## src/mips_pipe_cfg.svh

```systemverilog
// configuration macros for the pipelined core
// widths, register count and reset PC
`ifndef MIPS_PIPE_CFG_SVH
`define MIPS_PIPE_CFG_SVH

// data and address width
`define MIPS_WORD_W 32

// register file size and index width
`define MIPS_REG_N 32
`define MIPS_REG_W 5

// immediate field of the I format
`define MIPS_IMM_W 16

// first fetch address after reset
`define MIPS_PC_INIT 32'h0000_0000

`endif

```

## src/mips_pipe_pkg.sv

```systemverilog
// shared types of the pipelined core
// opcodes, ALU ops, instruction union and stage registers
`include "mips_pipe_cfg.svh"

package mips_pipe_pkg;

  typedef logic [`MIPS_WORD_W-1:0] word_t;
  typedef logic [`MIPS_REG_W-1:0]  reg_idx_t;

  typedef enum logic [5:0] {
    OP_RTYPE = 6'h00,
    OP_J     = 6'h02,
    OP_BEQ   = 6'h04,
    OP_BNE   = 6'h05,
    OP_ADDIU = 6'h09,
    OP_SLTI  = 6'h0a,
    OP_ANDI  = 6'h0c,
    OP_ORI   = 6'h0d,
    OP_XORI  = 6'h0e,
    OP_LUI   = 6'h0f,
    OP_LW    = 6'h23,
    OP_SW    = 6'h2b,
    OP_HALT  = 6'h3f
  } opcode_e;

  typedef enum logic [5:0] {
    F_ADDU = 6'h21,
    F_SUBU = 6'h23,
    F_AND  = 6'h24,
    F_OR   = 6'h25,
    F_XOR  = 6'h26,
    F_SLT  = 6'h2a
  } funct_e;

  typedef enum logic [3:0] {
    ALU_ADD, ALU_SUB, ALU_AND, ALU_OR, ALU_XOR, ALU_SLT, ALU_LUI
  } alu_op_e;

  typedef enum logic [1:0] {WB_NONE, WB_ALU, WB_LOAD} wb_sel_e;
  typedef enum logic [1:0] {OPB_REG, OPB_SIMM, OPB_ZIMM} opb_sel_e;
  typedef enum logic [1:0] {BR_NONE, BR_EQ, BR_NE} br_kind_e;

  typedef struct packed {
    opcode_e  opcode;
    reg_idx_t rs;
    reg_idx_t rt;
    reg_idx_t rd;
    logic [4:0] shamt;
    funct_e   funct;
  } r_fmt_s;

  // a J target is rs, rt and imm taken together
  typedef struct packed {
    opcode_e  opcode;
    reg_idx_t rs;
    reg_idx_t rt;
    logic [`MIPS_IMM_W-1:0] imm;
  } i_fmt_s;

  typedef union packed {
    r_fmt_s r;
    i_fmt_s i;
  } instr_u;

  typedef struct packed {
    wb_sel_e  wb_sel;
    logic     ren;
    logic     wen;
    logic     halt;
    alu_op_e  alu_op;
    opb_sel_e opb_sel;
    br_kind_e br;
    word_t    rdat1;
    word_t    rdat2;
    logic [`MIPS_IMM_W-1:0] imm;
    reg_idx_t dest;
    word_t    npc;
  } exec_stage_s;

  typedef struct packed {
    wb_sel_e  wb_sel;
    reg_idx_t dest;
    word_t    alu_res;
    word_t    store;
    logic     ren;
    logic     wen;
    logic     halt;
  } mem_stage_s;

  typedef struct packed {
    wb_sel_e  wb_sel;
    reg_idx_t dest;
    word_t    wdat;
    logic     halt;
  } wb_stage_s;

  typedef struct packed {
    logic  ren;
    logic  wen;
    word_t addr;
    word_t store;
  } dmem_req_s;

  typedef struct packed {
    logic     valid;
    reg_idx_t dest;
  } pending_s;

endpackage

```

## src/fetch_unit.sv

```systemverilog
// fetch stage: PC, instruction register and next-PC choice
`include "mips_pipe_cfg.svh"

module fetch_unit (
  input  logic                  CLK,
  input  logic                  nRST,
  input  mips_pipe_pkg::word_t  imem_load,
  input  logic                  imem_hit,
  input  logic                  stall,
  input  logic                  mem_stall,
  input  logic                  jump,
  input  mips_pipe_pkg::word_t  jump_target,
  input  logic                  branch_taken,
  input  mips_pipe_pkg::word_t  branch_target,
  input  logic                  halted,
  output mips_pipe_pkg::word_t  imem_addr,
  output mips_pipe_pkg::instr_u instr,
  output mips_pipe_pkg::word_t  npc
);

  mips_pipe_pkg::word_t pc;
  logic br_in_decode;

  // no fetch past a branch until execute resolves it
  assign br_in_decode = (instr.i.opcode == mips_pipe_pkg::OP_BEQ) ||
                        (instr.i.opcode == mips_pipe_pkg::OP_BNE);

  assign imem_addr = pc;

  always_ff @(posedge CLK, negedge nRST) begin
    if (!nRST) begin
      pc    <= `MIPS_PC_INIT;
      instr <= '0;
      npc   <= '0;
    end else if (!mem_stall) begin
      if (branch_taken) begin
        pc    <= branch_target;
        instr <= '0;
      end else if (stall) begin
        // interlock keeps the word in decode
        pc    <= pc;
      end else if (jump) begin
        pc    <= jump_target;
        instr <= '0;
      end else if (halted || br_in_decode || !imem_hit) begin
        instr <= '0;
      end else begin
        instr <= imem_load;
        npc   <= pc + 4;
        pc    <= pc + 4;
      end
    end
  end

  pc_aligned: assert property (@(posedge CLK) disable iff (!nRST) pc[1:0] == 2'b00)
    else $error("fetch PC not word aligned: %h", pc);

endmodule

```

## src/decode_unit.sv

```systemverilog
// decode stage: control generation, register read and RAW interlock
module decode_unit (
  input  logic                       CLK,
  input  logic                       nRST,
  input  mips_pipe_pkg::instr_u      instr,
  input  mips_pipe_pkg::word_t       npc,
  input  mips_pipe_pkg::word_t       rdat1,
  input  mips_pipe_pkg::word_t       rdat2,
  input  mips_pipe_pkg::pending_s    exec_pending,
  input  mips_pipe_pkg::pending_s    mem_pending,
  input  mips_pipe_pkg::pending_s    wb_pending,
  input  logic                       mem_stall,
  input  logic                       branch_taken,
  output mips_pipe_pkg::reg_idx_t    rsel1,
  output mips_pipe_pkg::reg_idx_t    rsel2,
  output logic                       stall,
  output logic                       jump,
  output mips_pipe_pkg::word_t       jump_target,
  output logic                       halted,
  output mips_pipe_pkg::exec_stage_s exec_in
);

  mips_pipe_pkg::opcode_e     opcode;
  mips_pipe_pkg::exec_stage_s dec;
  logic use_rs, use_rt, rs_busy, rt_busy, halt_q;

  function automatic logic pend_hit(input mips_pipe_pkg::pending_s p,
                                    input mips_pipe_pkg::reg_idx_t r);
    return p.valid && (p.dest == r) && (r != '0);
  endfunction

  assign opcode = instr.i.opcode;
  assign rsel1  = instr.i.rs;
  assign rsel2  = instr.i.rt;

  always_comb begin
    dec         = '0;
    dec.rdat1   = rdat1;
    dec.rdat2   = rdat2;
    dec.imm     = instr.i.imm;
    dec.npc     = npc;
    dec.dest    = instr.i.rt;
    dec.opb_sel = mips_pipe_pkg::OPB_SIMM;
    dec.alu_op  = mips_pipe_pkg::ALU_ADD;
    dec.wb_sel  = mips_pipe_pkg::WB_ALU;
    use_rs      = 1'b1;
    use_rt      = 1'b0;
    case (opcode)
      mips_pipe_pkg::OP_RTYPE: begin
        dec.dest    = instr.r.rd;
        dec.opb_sel = mips_pipe_pkg::OPB_REG;
        use_rt      = 1'b1;
        case (instr.r.funct)
          mips_pipe_pkg::F_ADDU: dec.alu_op = mips_pipe_pkg::ALU_ADD;
          mips_pipe_pkg::F_SUBU: dec.alu_op = mips_pipe_pkg::ALU_SUB;
          mips_pipe_pkg::F_AND:  dec.alu_op = mips_pipe_pkg::ALU_AND;
          mips_pipe_pkg::F_OR:   dec.alu_op = mips_pipe_pkg::ALU_OR;
          mips_pipe_pkg::F_XOR:  dec.alu_op = mips_pipe_pkg::ALU_XOR;
          mips_pipe_pkg::F_SLT:  dec.alu_op = mips_pipe_pkg::ALU_SLT;
          default: begin
            // bubble or unsupported funct, acts as a nop
            dec.wb_sel = mips_pipe_pkg::WB_NONE;
            use_rs     = 1'b0;
            use_rt     = 1'b0;
          end
        endcase
      end
      mips_pipe_pkg::OP_ADDIU: dec.alu_op = mips_pipe_pkg::ALU_ADD;
      mips_pipe_pkg::OP_SLTI:  dec.alu_op = mips_pipe_pkg::ALU_SLT;
      mips_pipe_pkg::OP_ANDI, mips_pipe_pkg::OP_ORI, mips_pipe_pkg::OP_XORI: begin
        dec.opb_sel = mips_pipe_pkg::OPB_ZIMM;
        if (opcode == mips_pipe_pkg::OP_ANDI) dec.alu_op = mips_pipe_pkg::ALU_AND;
        else if (opcode == mips_pipe_pkg::OP_ORI) dec.alu_op = mips_pipe_pkg::ALU_OR;
        else dec.alu_op = mips_pipe_pkg::ALU_XOR;
      end
      mips_pipe_pkg::OP_LUI: begin
        dec.opb_sel = mips_pipe_pkg::OPB_ZIMM;
        dec.alu_op  = mips_pipe_pkg::ALU_LUI;
        use_rs      = 1'b0;
      end
      mips_pipe_pkg::OP_LW: begin
        dec.wb_sel = mips_pipe_pkg::WB_LOAD;
        dec.ren    = 1'b1;
      end
      mips_pipe_pkg::OP_SW, mips_pipe_pkg::OP_BEQ, mips_pipe_pkg::OP_BNE: begin
        dec.wb_sel = mips_pipe_pkg::WB_NONE;
        use_rt     = 1'b1;
        dec.wen    = (opcode == mips_pipe_pkg::OP_SW);
        if (opcode == mips_pipe_pkg::OP_BEQ) dec.br = mips_pipe_pkg::BR_EQ;
        if (opcode == mips_pipe_pkg::OP_BNE) dec.br = mips_pipe_pkg::BR_NE;
      end
      default: begin
        // J, HALT and unknown opcodes write nothing
        dec.wb_sel = mips_pipe_pkg::WB_NONE;
        dec.halt   = (opcode == mips_pipe_pkg::OP_HALT);
        use_rs     = 1'b0;
      end
    endcase
  end

  assign rs_busy = pend_hit(exec_pending, rsel1) || pend_hit(mem_pending, rsel1) ||
                   pend_hit(wb_pending, rsel1);
  assign rt_busy = pend_hit(exec_pending, rsel2) || pend_hit(mem_pending, rsel2) ||
                   pend_hit(wb_pending, rsel2);
  assign stall   = (use_rs && rs_busy) || (use_rt && rt_busy);

  assign jump        = (opcode == mips_pipe_pkg::OP_J);
  assign jump_target = {npc[31:28], instr.i.rs, instr.i.rt, instr.i.imm, 2'b00};
  assign halted      = halt_q || (opcode == mips_pipe_pkg::OP_HALT);

  always_ff @(posedge CLK, negedge nRST) begin
    if (!nRST) begin
      exec_in <= '0;
      halt_q  <= 1'b0;
    end else if (!mem_stall) begin
      exec_in <= (stall || branch_taken || halt_q) ? '0 : dec;
      if (dec.halt && !branch_taken) begin
        halt_q <= 1'b1;
      end
    end
  end

  no_stall_jump: assert property (@(posedge CLK) disable iff (!nRST) !(stall && jump))
    else $error("interlock stall raised together with a jump");

endmodule

```

## src/register_file.sv

```systemverilog
// 32 x 32-bit register file, register 0 reads as zero
`include "mips_pipe_cfg.svh"

module register_file (
  input  logic                    CLK,
  input  logic                    nRST,
  input  logic                    wen,
  input  mips_pipe_pkg::reg_idx_t wsel,
  input  mips_pipe_pkg::word_t    wdat,
  input  mips_pipe_pkg::reg_idx_t rsel1,
  input  mips_pipe_pkg::reg_idx_t rsel2,
  output mips_pipe_pkg::word_t    rdat1,
  output mips_pipe_pkg::word_t    rdat2
);

  mips_pipe_pkg::word_t regs [`MIPS_REG_N];

  always_ff @(posedge CLK, negedge nRST) begin
    if (!nRST) begin
      regs <= '{default: '0};
    end else if (wen && (wsel != '0)) begin
      // register 0 never takes a write
      regs[wsel] <= wdat;
    end
  end

  assign rdat1 = regs[rsel1];
  assign rdat2 = regs[rsel2];

endmodule

```

## src/execute_unit.sv

```systemverilog
// execute stage: operand select, ALU, branch resolution
// and the execute-to-memory register
`include "mips_pipe_cfg.svh"

module execute_unit (
  input  logic                       CLK,
  input  logic                       nRST,
  input  mips_pipe_pkg::exec_stage_s exec_in,
  input  logic                       mem_stall,
  output logic                       branch_taken,
  output mips_pipe_pkg::word_t       branch_target,
  output mips_pipe_pkg::pending_s    exec_pending,
  output mips_pipe_pkg::mem_stage_s  mem_in
);

  mips_pipe_pkg::word_t simm, zimm, opb, alu_res;
  logic ops_equal;

  assign simm = {{(`MIPS_WORD_W-`MIPS_IMM_W){exec_in.imm[`MIPS_IMM_W-1]}}, exec_in.imm};
  assign zimm = {{(`MIPS_WORD_W-`MIPS_IMM_W){1'b0}}, exec_in.imm};

  always_comb begin
    case (exec_in.opb_sel)
      mips_pipe_pkg::OPB_SIMM: opb = simm;
      mips_pipe_pkg::OPB_ZIMM: opb = zimm;
      default:                 opb = exec_in.rdat2;
    endcase
  end

  always_comb begin
    case (exec_in.alu_op)
      mips_pipe_pkg::ALU_SUB: alu_res = exec_in.rdat1 - opb;
      mips_pipe_pkg::ALU_AND: alu_res = exec_in.rdat1 & opb;
      mips_pipe_pkg::ALU_OR:  alu_res = exec_in.rdat1 | opb;
      mips_pipe_pkg::ALU_XOR: alu_res = exec_in.rdat1 ^ opb;
      mips_pipe_pkg::ALU_SLT: begin
        alu_res = {{(`MIPS_WORD_W-1){1'b0}}, $signed(exec_in.rdat1) < $signed(opb)};
      end
      mips_pipe_pkg::ALU_LUI: begin
        alu_res = {opb[`MIPS_IMM_W-1:0], {(`MIPS_WORD_W-`MIPS_IMM_W){1'b0}}};
      end
      default:                alu_res = exec_in.rdat1 + opb;
    endcase
  end

  // branches compare both register values directly
  assign ops_equal     = (exec_in.rdat1 == exec_in.rdat2);
  assign branch_taken  = ((exec_in.br == mips_pipe_pkg::BR_EQ) && ops_equal) ||
                         ((exec_in.br == mips_pipe_pkg::BR_NE) && !ops_equal);
  assign branch_target = exec_in.npc + {simm[`MIPS_WORD_W-3:0], 2'b00};

  assign exec_pending.valid = (exec_in.wb_sel != mips_pipe_pkg::WB_NONE);
  assign exec_pending.dest  = exec_in.dest;

  always_ff @(posedge CLK, negedge nRST) begin
    if (!nRST) begin
      mem_in <= '0;
    end else if (!mem_stall) begin
      mem_in.wb_sel  <= exec_in.wb_sel;
      mem_in.dest    <= exec_in.dest;
      mem_in.alu_res <= alu_res;
      mem_in.store   <= exec_in.rdat2;
      mem_in.ren     <= exec_in.ren;
      mem_in.wen     <= exec_in.wen;
      mem_in.halt    <= exec_in.halt;
    end
  end

endmodule

```

## src/memory_writeback.sv

```systemverilog
// memory and write-back stages: data request, hold until hit,
// write-back register, register write and halt
module memory_writeback (
  input  logic                      CLK,
  input  logic                      nRST,
  input  mips_pipe_pkg::mem_stage_s mem_in,
  input  mips_pipe_pkg::word_t      dmem_load,
  input  logic                      dmem_hit,
  output mips_pipe_pkg::dmem_req_s  dmem_req,
  output logic                      mem_stall,
  output mips_pipe_pkg::pending_s   mem_pending,
  output mips_pipe_pkg::pending_s   wb_pending,
  output logic                      rf_wen,
  output mips_pipe_pkg::reg_idx_t   rf_wsel,
  output mips_pipe_pkg::word_t      rf_wdat,
  output logic                      halt
);

  mips_pipe_pkg::wb_stage_s wb;
  logic mem_access, acked;

  // one quiet cycle after every accepted request
  assign mem_access     = mem_in.ren || mem_in.wen;
  assign dmem_req.ren   = mem_in.ren && !acked;
  assign dmem_req.wen   = mem_in.wen && !acked;
  assign dmem_req.addr  = mem_in.alu_res;
  assign dmem_req.store = mem_in.store;
  assign mem_stall      = mem_access && (acked || !dmem_hit);

  assign mem_pending.valid = (mem_in.wb_sel != mips_pipe_pkg::WB_NONE);
  assign mem_pending.dest  = mem_in.dest;
  assign wb_pending.valid  = (wb.wb_sel != mips_pipe_pkg::WB_NONE);
  assign wb_pending.dest   = wb.dest;

  always_ff @(posedge CLK, negedge nRST) begin
    if (!nRST) begin
      acked <= 1'b0;
      wb    <= '0;
      halt  <= 1'b0;
    end else begin
      acked <= dmem_hit && (dmem_req.ren || dmem_req.wen);
      halt  <= halt || wb.halt;
      if (mem_stall) begin
        wb <= '0;
      end else begin
        wb.wb_sel <= mem_in.wb_sel;
        wb.dest   <= mem_in.dest;
        wb.wdat   <= (mem_in.wb_sel == mips_pipe_pkg::WB_LOAD) ? dmem_load : mem_in.alu_res;
        wb.halt   <= mem_in.halt;
      end
    end
  end

  assign rf_wen  = (wb.wb_sel != mips_pipe_pkg::WB_NONE);
  assign rf_wsel = wb.dest;
  assign rf_wdat = wb.wdat;

  req_one_hot: assert property (@(posedge CLK) disable iff (!nRST)
    !(dmem_req.ren && dmem_req.wen))
    else $error("data request with ren and wen both high");

  req_stable: assert property (@(posedge CLK) disable iff (!nRST)
    (dmem_req.ren || dmem_req.wen) && !dmem_hit |=> $stable(dmem_req))
    else $error("data request changed while waiting for a hit");

endmodule

```

## src/mips_pipe.sv

```systemverilog
// top level of the five-stage core
// fetch, decode, register file, execute, memory and write-back
module mips_pipe (
  input  logic                     CLK,
  input  logic                     nRST,
  output mips_pipe_pkg::word_t     imem_addr,
  input  mips_pipe_pkg::word_t     imem_load,
  input  logic                     imem_hit,
  output mips_pipe_pkg::dmem_req_s dmem_req,
  input  mips_pipe_pkg::word_t     dmem_load,
  input  logic                     dmem_hit,
  output logic                     halt
);

  mips_pipe_pkg::instr_u      instr;
  mips_pipe_pkg::word_t       npc, jump_target, branch_target;
  mips_pipe_pkg::word_t       rdat1, rdat2, rf_wdat;
  mips_pipe_pkg::reg_idx_t    rsel1, rsel2, rf_wsel;
  mips_pipe_pkg::pending_s    exec_pending, mem_pending, wb_pending;
  mips_pipe_pkg::exec_stage_s exec_in;
  mips_pipe_pkg::mem_stage_s  mem_in;
  logic stall, mem_stall, jump, branch_taken, halted, rf_wen;

  fetch_unit u_fetch (
    .CLK, .nRST, .imem_load, .imem_hit, .stall, .mem_stall, .jump, .jump_target,
    .branch_taken, .branch_target, .halted, .imem_addr, .instr, .npc
  );

  decode_unit u_decode (
    .CLK, .nRST, .instr, .npc, .rdat1, .rdat2, .exec_pending, .mem_pending,
    .wb_pending, .mem_stall, .branch_taken, .rsel1, .rsel2, .stall, .jump,
    .jump_target, .halted, .exec_in
  );

  register_file u_regs (
    .CLK, .nRST, .wen(rf_wen), .wsel(rf_wsel), .wdat(rf_wdat),
    .rsel1, .rsel2, .rdat1, .rdat2
  );

  execute_unit u_execute (
    .CLK, .nRST, .exec_in, .mem_stall, .branch_taken, .branch_target,
    .exec_pending, .mem_in
  );

  memory_writeback u_mem_wb (
    .CLK, .nRST, .mem_in, .dmem_load, .dmem_hit, .dmem_req, .mem_stall,
    .mem_pending, .wb_pending, .rf_wen, .rf_wsel, .rf_wdat, .halt
  );

endmodule

```

## config.mk

```make
export PLATFORM = sky130hd
export DESIGN_NAME = mips_pipe
export DESIGN_NICKNAME = d
export VERILOG_FILES = /design/src/mips_pipe_pkg.sv /design/src/fetch_unit.sv /design/src/decode_unit.sv /design/src/register_file.sv /design/src/execute_unit.sv /design/src/memory_writeback.sv /design/src/mips_pipe.sv
export VERILOG_INCLUDE_DIRS = /design/src
export SDC_FILE = /design/constraint.sdc
export NUM_CORES = 2
export LEC_CHECK = 0
export BUFFER_PORTS_ARGS = -buffer_cell sky130_fd_sc_hd__buf_2
export CORE_MARGIN = 4
export CORE_UTILIZATION = 52
export DETAILED_ROUTE_END_ITERATION = 10
export GPL_ROUTABILITY_DRIVEN = 0
export HOLD_SLACK_MARGIN = 0.15
export PLACE_DENSITY = 0.64
export SYNTH_ARGS = -nofsm -noshare
export SYNTH_HDL_FRONTEND = slang
export SYNTH_SLANG_ARGS = --single-unit
```

## constraint.sdc

```tcl
create_clock -name CLK -period 6.9 [get_ports CLK]
set_input_delay 1.38 -clock CLK [delete_from_list [all_inputs] [get_ports CLK]]
set_output_delay 1.38 -clock CLK [all_outputs]
set_load 0.02 [all_outputs]
```

## Word level (Yosys, flattened, before mapping)

Cells that the tools add are included.

- Bits of input ports: 68
- Flip-flop bits (word level): 1367
- Output and inout port bits: 99

- $add $sub $neg: 4
- Equal/unequal tests: 38
- Reductions and logical operators: 62
- Bitwise operators: 11
- $lt $le $gt $ge: 5
- Muxes and demuxes: 39

Operator list:

| operator | number |
|---|---|
| bitwise mux 1024 bit | 1 |
| 2-to-1 mux 32 bit | 14 |
| binary-select mux 32 bit (select 5 bit) | 2 |
| one-hot mux 32 bit (6 select lines) | 1 |
| demux 32 bit (select 5 bit) | 1 |
| 2-to-1 mux 130 bit | 1 |
| adder 32 bit | 2 |
| one-hot mux 32 bit (2 select lines) | 1 |
| equality test 6 bit, second input constant | 9 |
| 2-to-1 mux 40 bit | 1 |
| equality test 6 x 4 -> 1 bit, second input constant | 6 |
| adder 32 x 3 -> 32 bit, second input constant | 1 |
| bitwise AND 32 bit | 1 |
| equality test 32 bit | 1 |
| < comparator 32 bit | 1 |
| bitwise OR 32 bit | 1 |
| subtractor 32 bit | 1 |
| bitwise XOR 32 bit | 1 |
| equality test 5 bit | 6 |
| logical AND 1 bit | 23 |
| greater-or-equal comparator 6 bit, second input constant | 3 |
| NOT 5 -> 6 bit | 3 |
| logical OR 1 bit | 16 |
| one-hot mux 4 bit (4 select lines) | 1 |
| 31 further kinds | 61 |

## Longest topological paths before layout

- Depth after elaboration: 10
- Mapped depth: 19

## Hierarchy

A second synthesis with hierarchy kept.

- Cells, all modules: 7104
- Area, all modules: 78856.9 um^2

By module, submodules not included:

| module | cells an instance | instances | area each (um^2) |
|---|---|---|---|
| register_file | 4601 | 1 | 55937.4 |
| execute_unit | 1263 | 1 | 9854.5 |
| decode_unit | 463 | 1 | 5740.5 |
| fetch_unit | 497 | 1 | 4815.9 |
| memory_writeback | 280 | 1 | 2508.7 |

## Worst setup path after synthesis

OpenSTA, ideal clock, no wires.

- Path type: register -> register
- From: register, netlist name u_decode.exec_in[119]
- To: register, netlist name u_execute.mem_in[65]
- Data arrival time: 4.038 ns
- Clock period less this slack: 4.184 ns
- Setup slack: 2.716 ns
- Cell stages (with the launch flop): 20
- Required time: 6.753 ns
- Path buffers: 5
- Path through: dfrtp_1 -> inv_1 -> ha_1 -> clkbuf_1 -> clkbuf_1 -> clkbuf_1 -> buf_1 -> a21oi_1 -> inv_1 -> ha_1 -> buf_2 -> nor4_1 -> nand2_1 -> nor4_1 -> o21ai_1 -> a311oi_1 -> o22ai_1 -> mux2_1 -> a21oi_1 -> a311oi_1

- Cells in the longest elaborated chain, start to end: 4
- Elaborated cells between the ends (all ways): 9

RTL lines:

| item | RTL line | source |
|---|---|---|
| equality test 2 bit or equality test 2 x 1 -> 1 bit (tied branches) | execute_unit.sv:23 | `case (exec_in.opb_sel)` |
| one-hot mux 32 bit (2 select lines) * | execute_unit.sv:23 |  |
| adder 32 bit, or another cell as far along | execute_unit.sv:42 | `default: alu_res = exec_in.rdat1 + opb;` |
| one-hot mux 32 bit (6 select lines) * | execute_unit.sv:31 | `case (exec_in.alu_op)` |

Every way passes the cells marked *; elsewhere a longest branch is shown, timed or not.
A chain may end at the register's enable or synchronous reset.

## Worst setup path in the final report

- From: register, netlist name u_decode.exec_in[119]
- To: register, netlist name u_execute.mem_in[64]

- Cells in the longest elaborated chain, start to end: 4
- Elaborated cells between the ends (all ways): 9

RTL lines:

| item | RTL line |
|---|---|
| equality test 2 bit or equality test 2 x 1 -> 1 bit (tied branches) | execute_unit.sv:23 |
| one-hot mux 32 bit (2 select lines) * | execute_unit.sv:23 |
| adder 32 bit, or another cell as far along | execute_unit.sv:42 |
| one-hot mux 32 bit (6 select lines) * | execute_unit.sv:31 |

Marked as above.

==> results.sh <==
export IMPL_tightestPinTransition_ns=1.24
export IMPL_die_x_microns=389
export IMPL_wire_per_inst_microns=31.2
export IMPL_rows=139
export IMPL_synth_distinct_cells=91
export IMPL_leakagePower_uw=0.0376
export IMPL_fmax_ghz=0.190
export IMPL_cp_end_kind="flip-flop"
export IMPL_p_per_area_mw_per_mm2=350
export IMPL_fin_ws_ns=1.64
export IMPL_fin_hold_ws_ns=0.397
export IMPL_finalHoldViolCount=0
export IMPL_fin_tns_setup_ns=0
export IMPL_swShare=0.373
export IMPL_cp_required_ns=7.62
export IMPL_tritoncts="yes"
export IMPL_die_h_microns=389
export IMPL_worst_setup_path_type="reg -> reg"
export IMPL_cap_viol_max_count=0
export IMPL_drt_iter0_markers=5251
export IMPL_dpl_worst_slack_ns=1.87
export IMPL_yosysWarnings=0
export IMPL_drtAntennaViolNets=0
export IMPL_grt_first_pass_wirelength_microns=351000
export IMPL_synthToLayoutAreaGrowth_pct=9.23
export IMPL_drive_gt1_frac=0.391
export IMPL_insertion_delay_ns=0.80
export IMPL_start_util=0.525
export IMPL_skew_ns=0.0361
export IMPL_vias=50900
export IMPL_synth_top_area_cell="dfrtp_1"
export IMPL_drc=0
export IMPL_numCtsBuffers=152
export IMPL_grt_use_total=0.312
export IMPL_seq_area_frac_synth=0.452
export IMPL_period_minus_slack_ns=5.26
export IMPL_ys_ff_latch=1366
export IMPL_post_synth_top_count_cell="dfrtp_1"
export IMPL_synth_edf_count=0
export IMPL_synthesis_nets=5906
export IMPL_post_route_period_util=0.762
export IMPL_p_int_uw=18100
export IMPL_irDropWorstVdd_v=0.000280
export IMPL_viasPerCell=6.74
export IMPL_relSlewSlack=0.171
export IMPL_yosys_top_cells_area="dfrtp_1 (45%), mux4_2 (19%), mux2_2 (15%)"
export IMPL_ioPinCount=167
export IMPL_place_inst=7271
export IMPL_finalSetupViolations=0
export IMPL_cts_root_buffer="clkbuf_16"
export IMPL_utilization=0.573
export IMPL_synth_cells=5707
export IMPL_grt_pass1_vias=50600
export IMPL_htreeDepth=4
export IMPL_core_area_sq_mm=0.144
export IMPL_dr_pass1_iters=5
export IMPL_crit_fanout=16
export IMPL_synth_top_area_share=0.452
export IMPL_num_fill_cells=11500
export IMPL_portBuffers=166
export IMPL_p_switching_uw=10800
export IMPL_post_cts_setup_buffers=0
export IMPL_rsz0062_at_grt="no"
export IMPL_mappedNetlistArea_sq_mm=0.0756
export IMPL_p_comb_frac=0.323
export IMPL_drv_slew=0
export IMPL_worstPathArrival_ns=5.97
export IMPL_power_frac_seq=0.390
export IMPL_clock_path_buffers=3
export IMPL_dp_hpwl_microns=147000
export IMPL_outcome="finished clean"
export IMPL_syn_avg_cell_area_sq_um=13.2
export IMPL_grt_max_degree=182
export IMPL_ctsHoldBuffers=0
export IMPL_antenna_found_initial=10
export IMPL_async_flop_share=1.00
export IMPL_clock_sinks=1366
export IMPL_worstSetupStartpointType="flip-flop"
export IMPL_worstHoldPathType="reg -> reg"
export IMPL_yosys_most_used_dff="dfrtp_1"
export IMPL_num_nets_final=5721
export IMPL_p_clk_frac=0.287
export IMPL_clkTransAtPathRegs_ns=0.06
export IMPL_yosys_top_cells_count="dfrtp_1 (1366), mux2_2 (977), mux4_2 (641)"
export IMPL_cts_resized=0
export IMPL_routed_wl_microns=236000
export IMPL_gr_total_overflow=0
export IMPL_fin_cells=7545
export IMPL_die_area_sq_mm=0.151
logic make-up (layout without fill, tap and decap cells):
| kind of cell | after synthesis | in the layout | synth area share |
|---|---|---|---|
| simple gates | 789 | 789 | 0.0482 |
| buf+inv | 747 | 681 | 0.0409 |
| xor+xnor | 133 | 133 | 0.0154 |
| fa+ha+maj | 131 | 131 | 0.0220 |
| mux | 1721 | 1721 | 0.351 |
| other cells | 0 | 1 | 0 |
| flops | 1366 | 1366 | 0.452 |
| compound gates | 820 | 820 | 0.0703 |
power groups by stage:
stage                     Combinational [uW]  Sequential, uW  Clock, uW
after global placement                  9110           11300          0
after CTS                               9250           11200       8390
final                                   9330           11300       8280
after detailed placement                9210           11300          0
after global routing                   10000           11400       8730
after floorplan                         7360           10100          0
worst max-delay path, stage by stage, from the launching register on:
cell and delay (ns):
dfrtp_1 0.35, inv_1 0.06, ha_1 0.30, nor2_1 0.94, a22o_1 0.29, inv_1 0.14, ha_1 0.46, a211oi_1 0.31
nor2_1 0.13, a2111oi_4 0.45, a2111oi_0 0.23, a221oi_2 0.57, o21ai_1 0.24, a2111oi_0 0.44, nor4_1 0.10, nor3_1 0.15
through the flow:
| step | total power [uW] | area [sq um] |
|---|---|---|
| 2_1_floorplan | 17500 | 75600 |
| 3_3_place_gp | 20400 | 77500 |
| 3_5_place_dp | 20500 | 77500 |
| 5_1_grt | 30200 | 82500 |
| 4_1_cts | 28800 | 82500 |
| 6_report | 28900 | 82500 |
state kept, by name, indices dropped and copies added, names as in the netlist:
signal	count
u_mem_wb.wb	3
u_fetch.npc	32
u_mem_wb.acked	1
u_mem_wb.rf_wsel	5
u_fetch.instr	32
u_mem_wb.rf_wdat	32
u_execute.mem_in	74
u_decode.halt_q	1
u_decode.exec_in	129
u_regs.regs	1024
u_fetch.imem_addr	32
u_mem_wb.halt	1
final cells by class:
type / count / area, sq um / share of cell area
clock buffers: 226 / 4610 / 0.0558
clock inverters: 47 / 482 / 0.00584
inverters: 142 / 533 / 0.00646
well taps: 1903 / 2380 / 0.0288
flip-flops and latches: 1366 / 34200 / 0.415
diodes: 1 / 2.50 / 0.0000303
multi-input cells: 3594 / 38500 / 0.467
repair buffers: 266 / 1800 / 0.0218
cells in the final DEF, fill, tap and decap left out, drive strengths merged, types with 8 or more instances in the layout:
| master | synthesis | final |
|---|---|---|
| o21ai | 205 | 205 |
| xor2 | 91 | 91 |
| nand2 | 347 | 347 |
| xnor2 | 42 | 42 |
| clkbuf | 373 | 226 |
| a2111oi | 8 | 8 |
| dfrtp | 1366 | 1366 |
| o22ai | 61 | 61 |
| and3 | 20 | 20 |
| clkinv | 0 | 33 |
| nor3 | 28 | 28 |
| o21a | 8 | 8 |
| o211ai | 18 | 18 |
| ha | 128 | 128 |
| nand4 | 25 | 25 |
| a22o | 91 | 91 |
| and2 | 15 | 15 |
| mux4 | 641 | 641 |
| o221ai | 9 | 9 |
| nor2 | 175 | 175 |
| a221oi | 17 | 17 |
| a211oi | 27 | 27 |
| o21bai | 18 | 18 |
| nor4 | 26 | 26 |
| nand2b | 40 | 40 |
| inv | 142 | 146 |
| a21oi | 223 | 223 |
| mux2 | 1005 | 1005 |
| nor2b | 23 | 23 |
| buf | 232 | 266 |
| a31oi | 15 | 15 |
| a21o | 25 | 25 |
| nand3 | 38 | 38 |
| o31ai | 16 | 16 |
| mux2i | 75 | 75 |
| a311oi | 9 | 9 |
| a22oi | 13 | 13 |
| nand3b | 12 | 12 |
per-layer routing:
layer,vias to the layer above,track usage,wire [microns]
li1,21000,-,-
met1,27100,0.441,97000
met2,2261,0.474,107000
met3,511,0.0683,20400
met4,2,0.126,10900
met5,-,0,13
final timing paths:
kind                                  startpoint              endpoint  slack, ns  cells past startpoint
max                        u_decode.exec_in[119]  u_execute.mem_in[64]       1.64                     15
min                            u_regs.regs[1021]     u_regs.regs[1021]       0.40                      0
max reg2reg                u_decode.exec_in[119]  u_execute.mem_in[64]       1.64                     15
min reg2reg                    u_regs.regs[1021]     u_regs.regs[1021]       0.40                      0
max in group asynchronous                   nRST      u_regs.regs[305]       4.61                      2
min in group asynchronous                   nRST  u_decode.exec_in[22]       0.58                      1
Power figures use the tool's default switching activity.
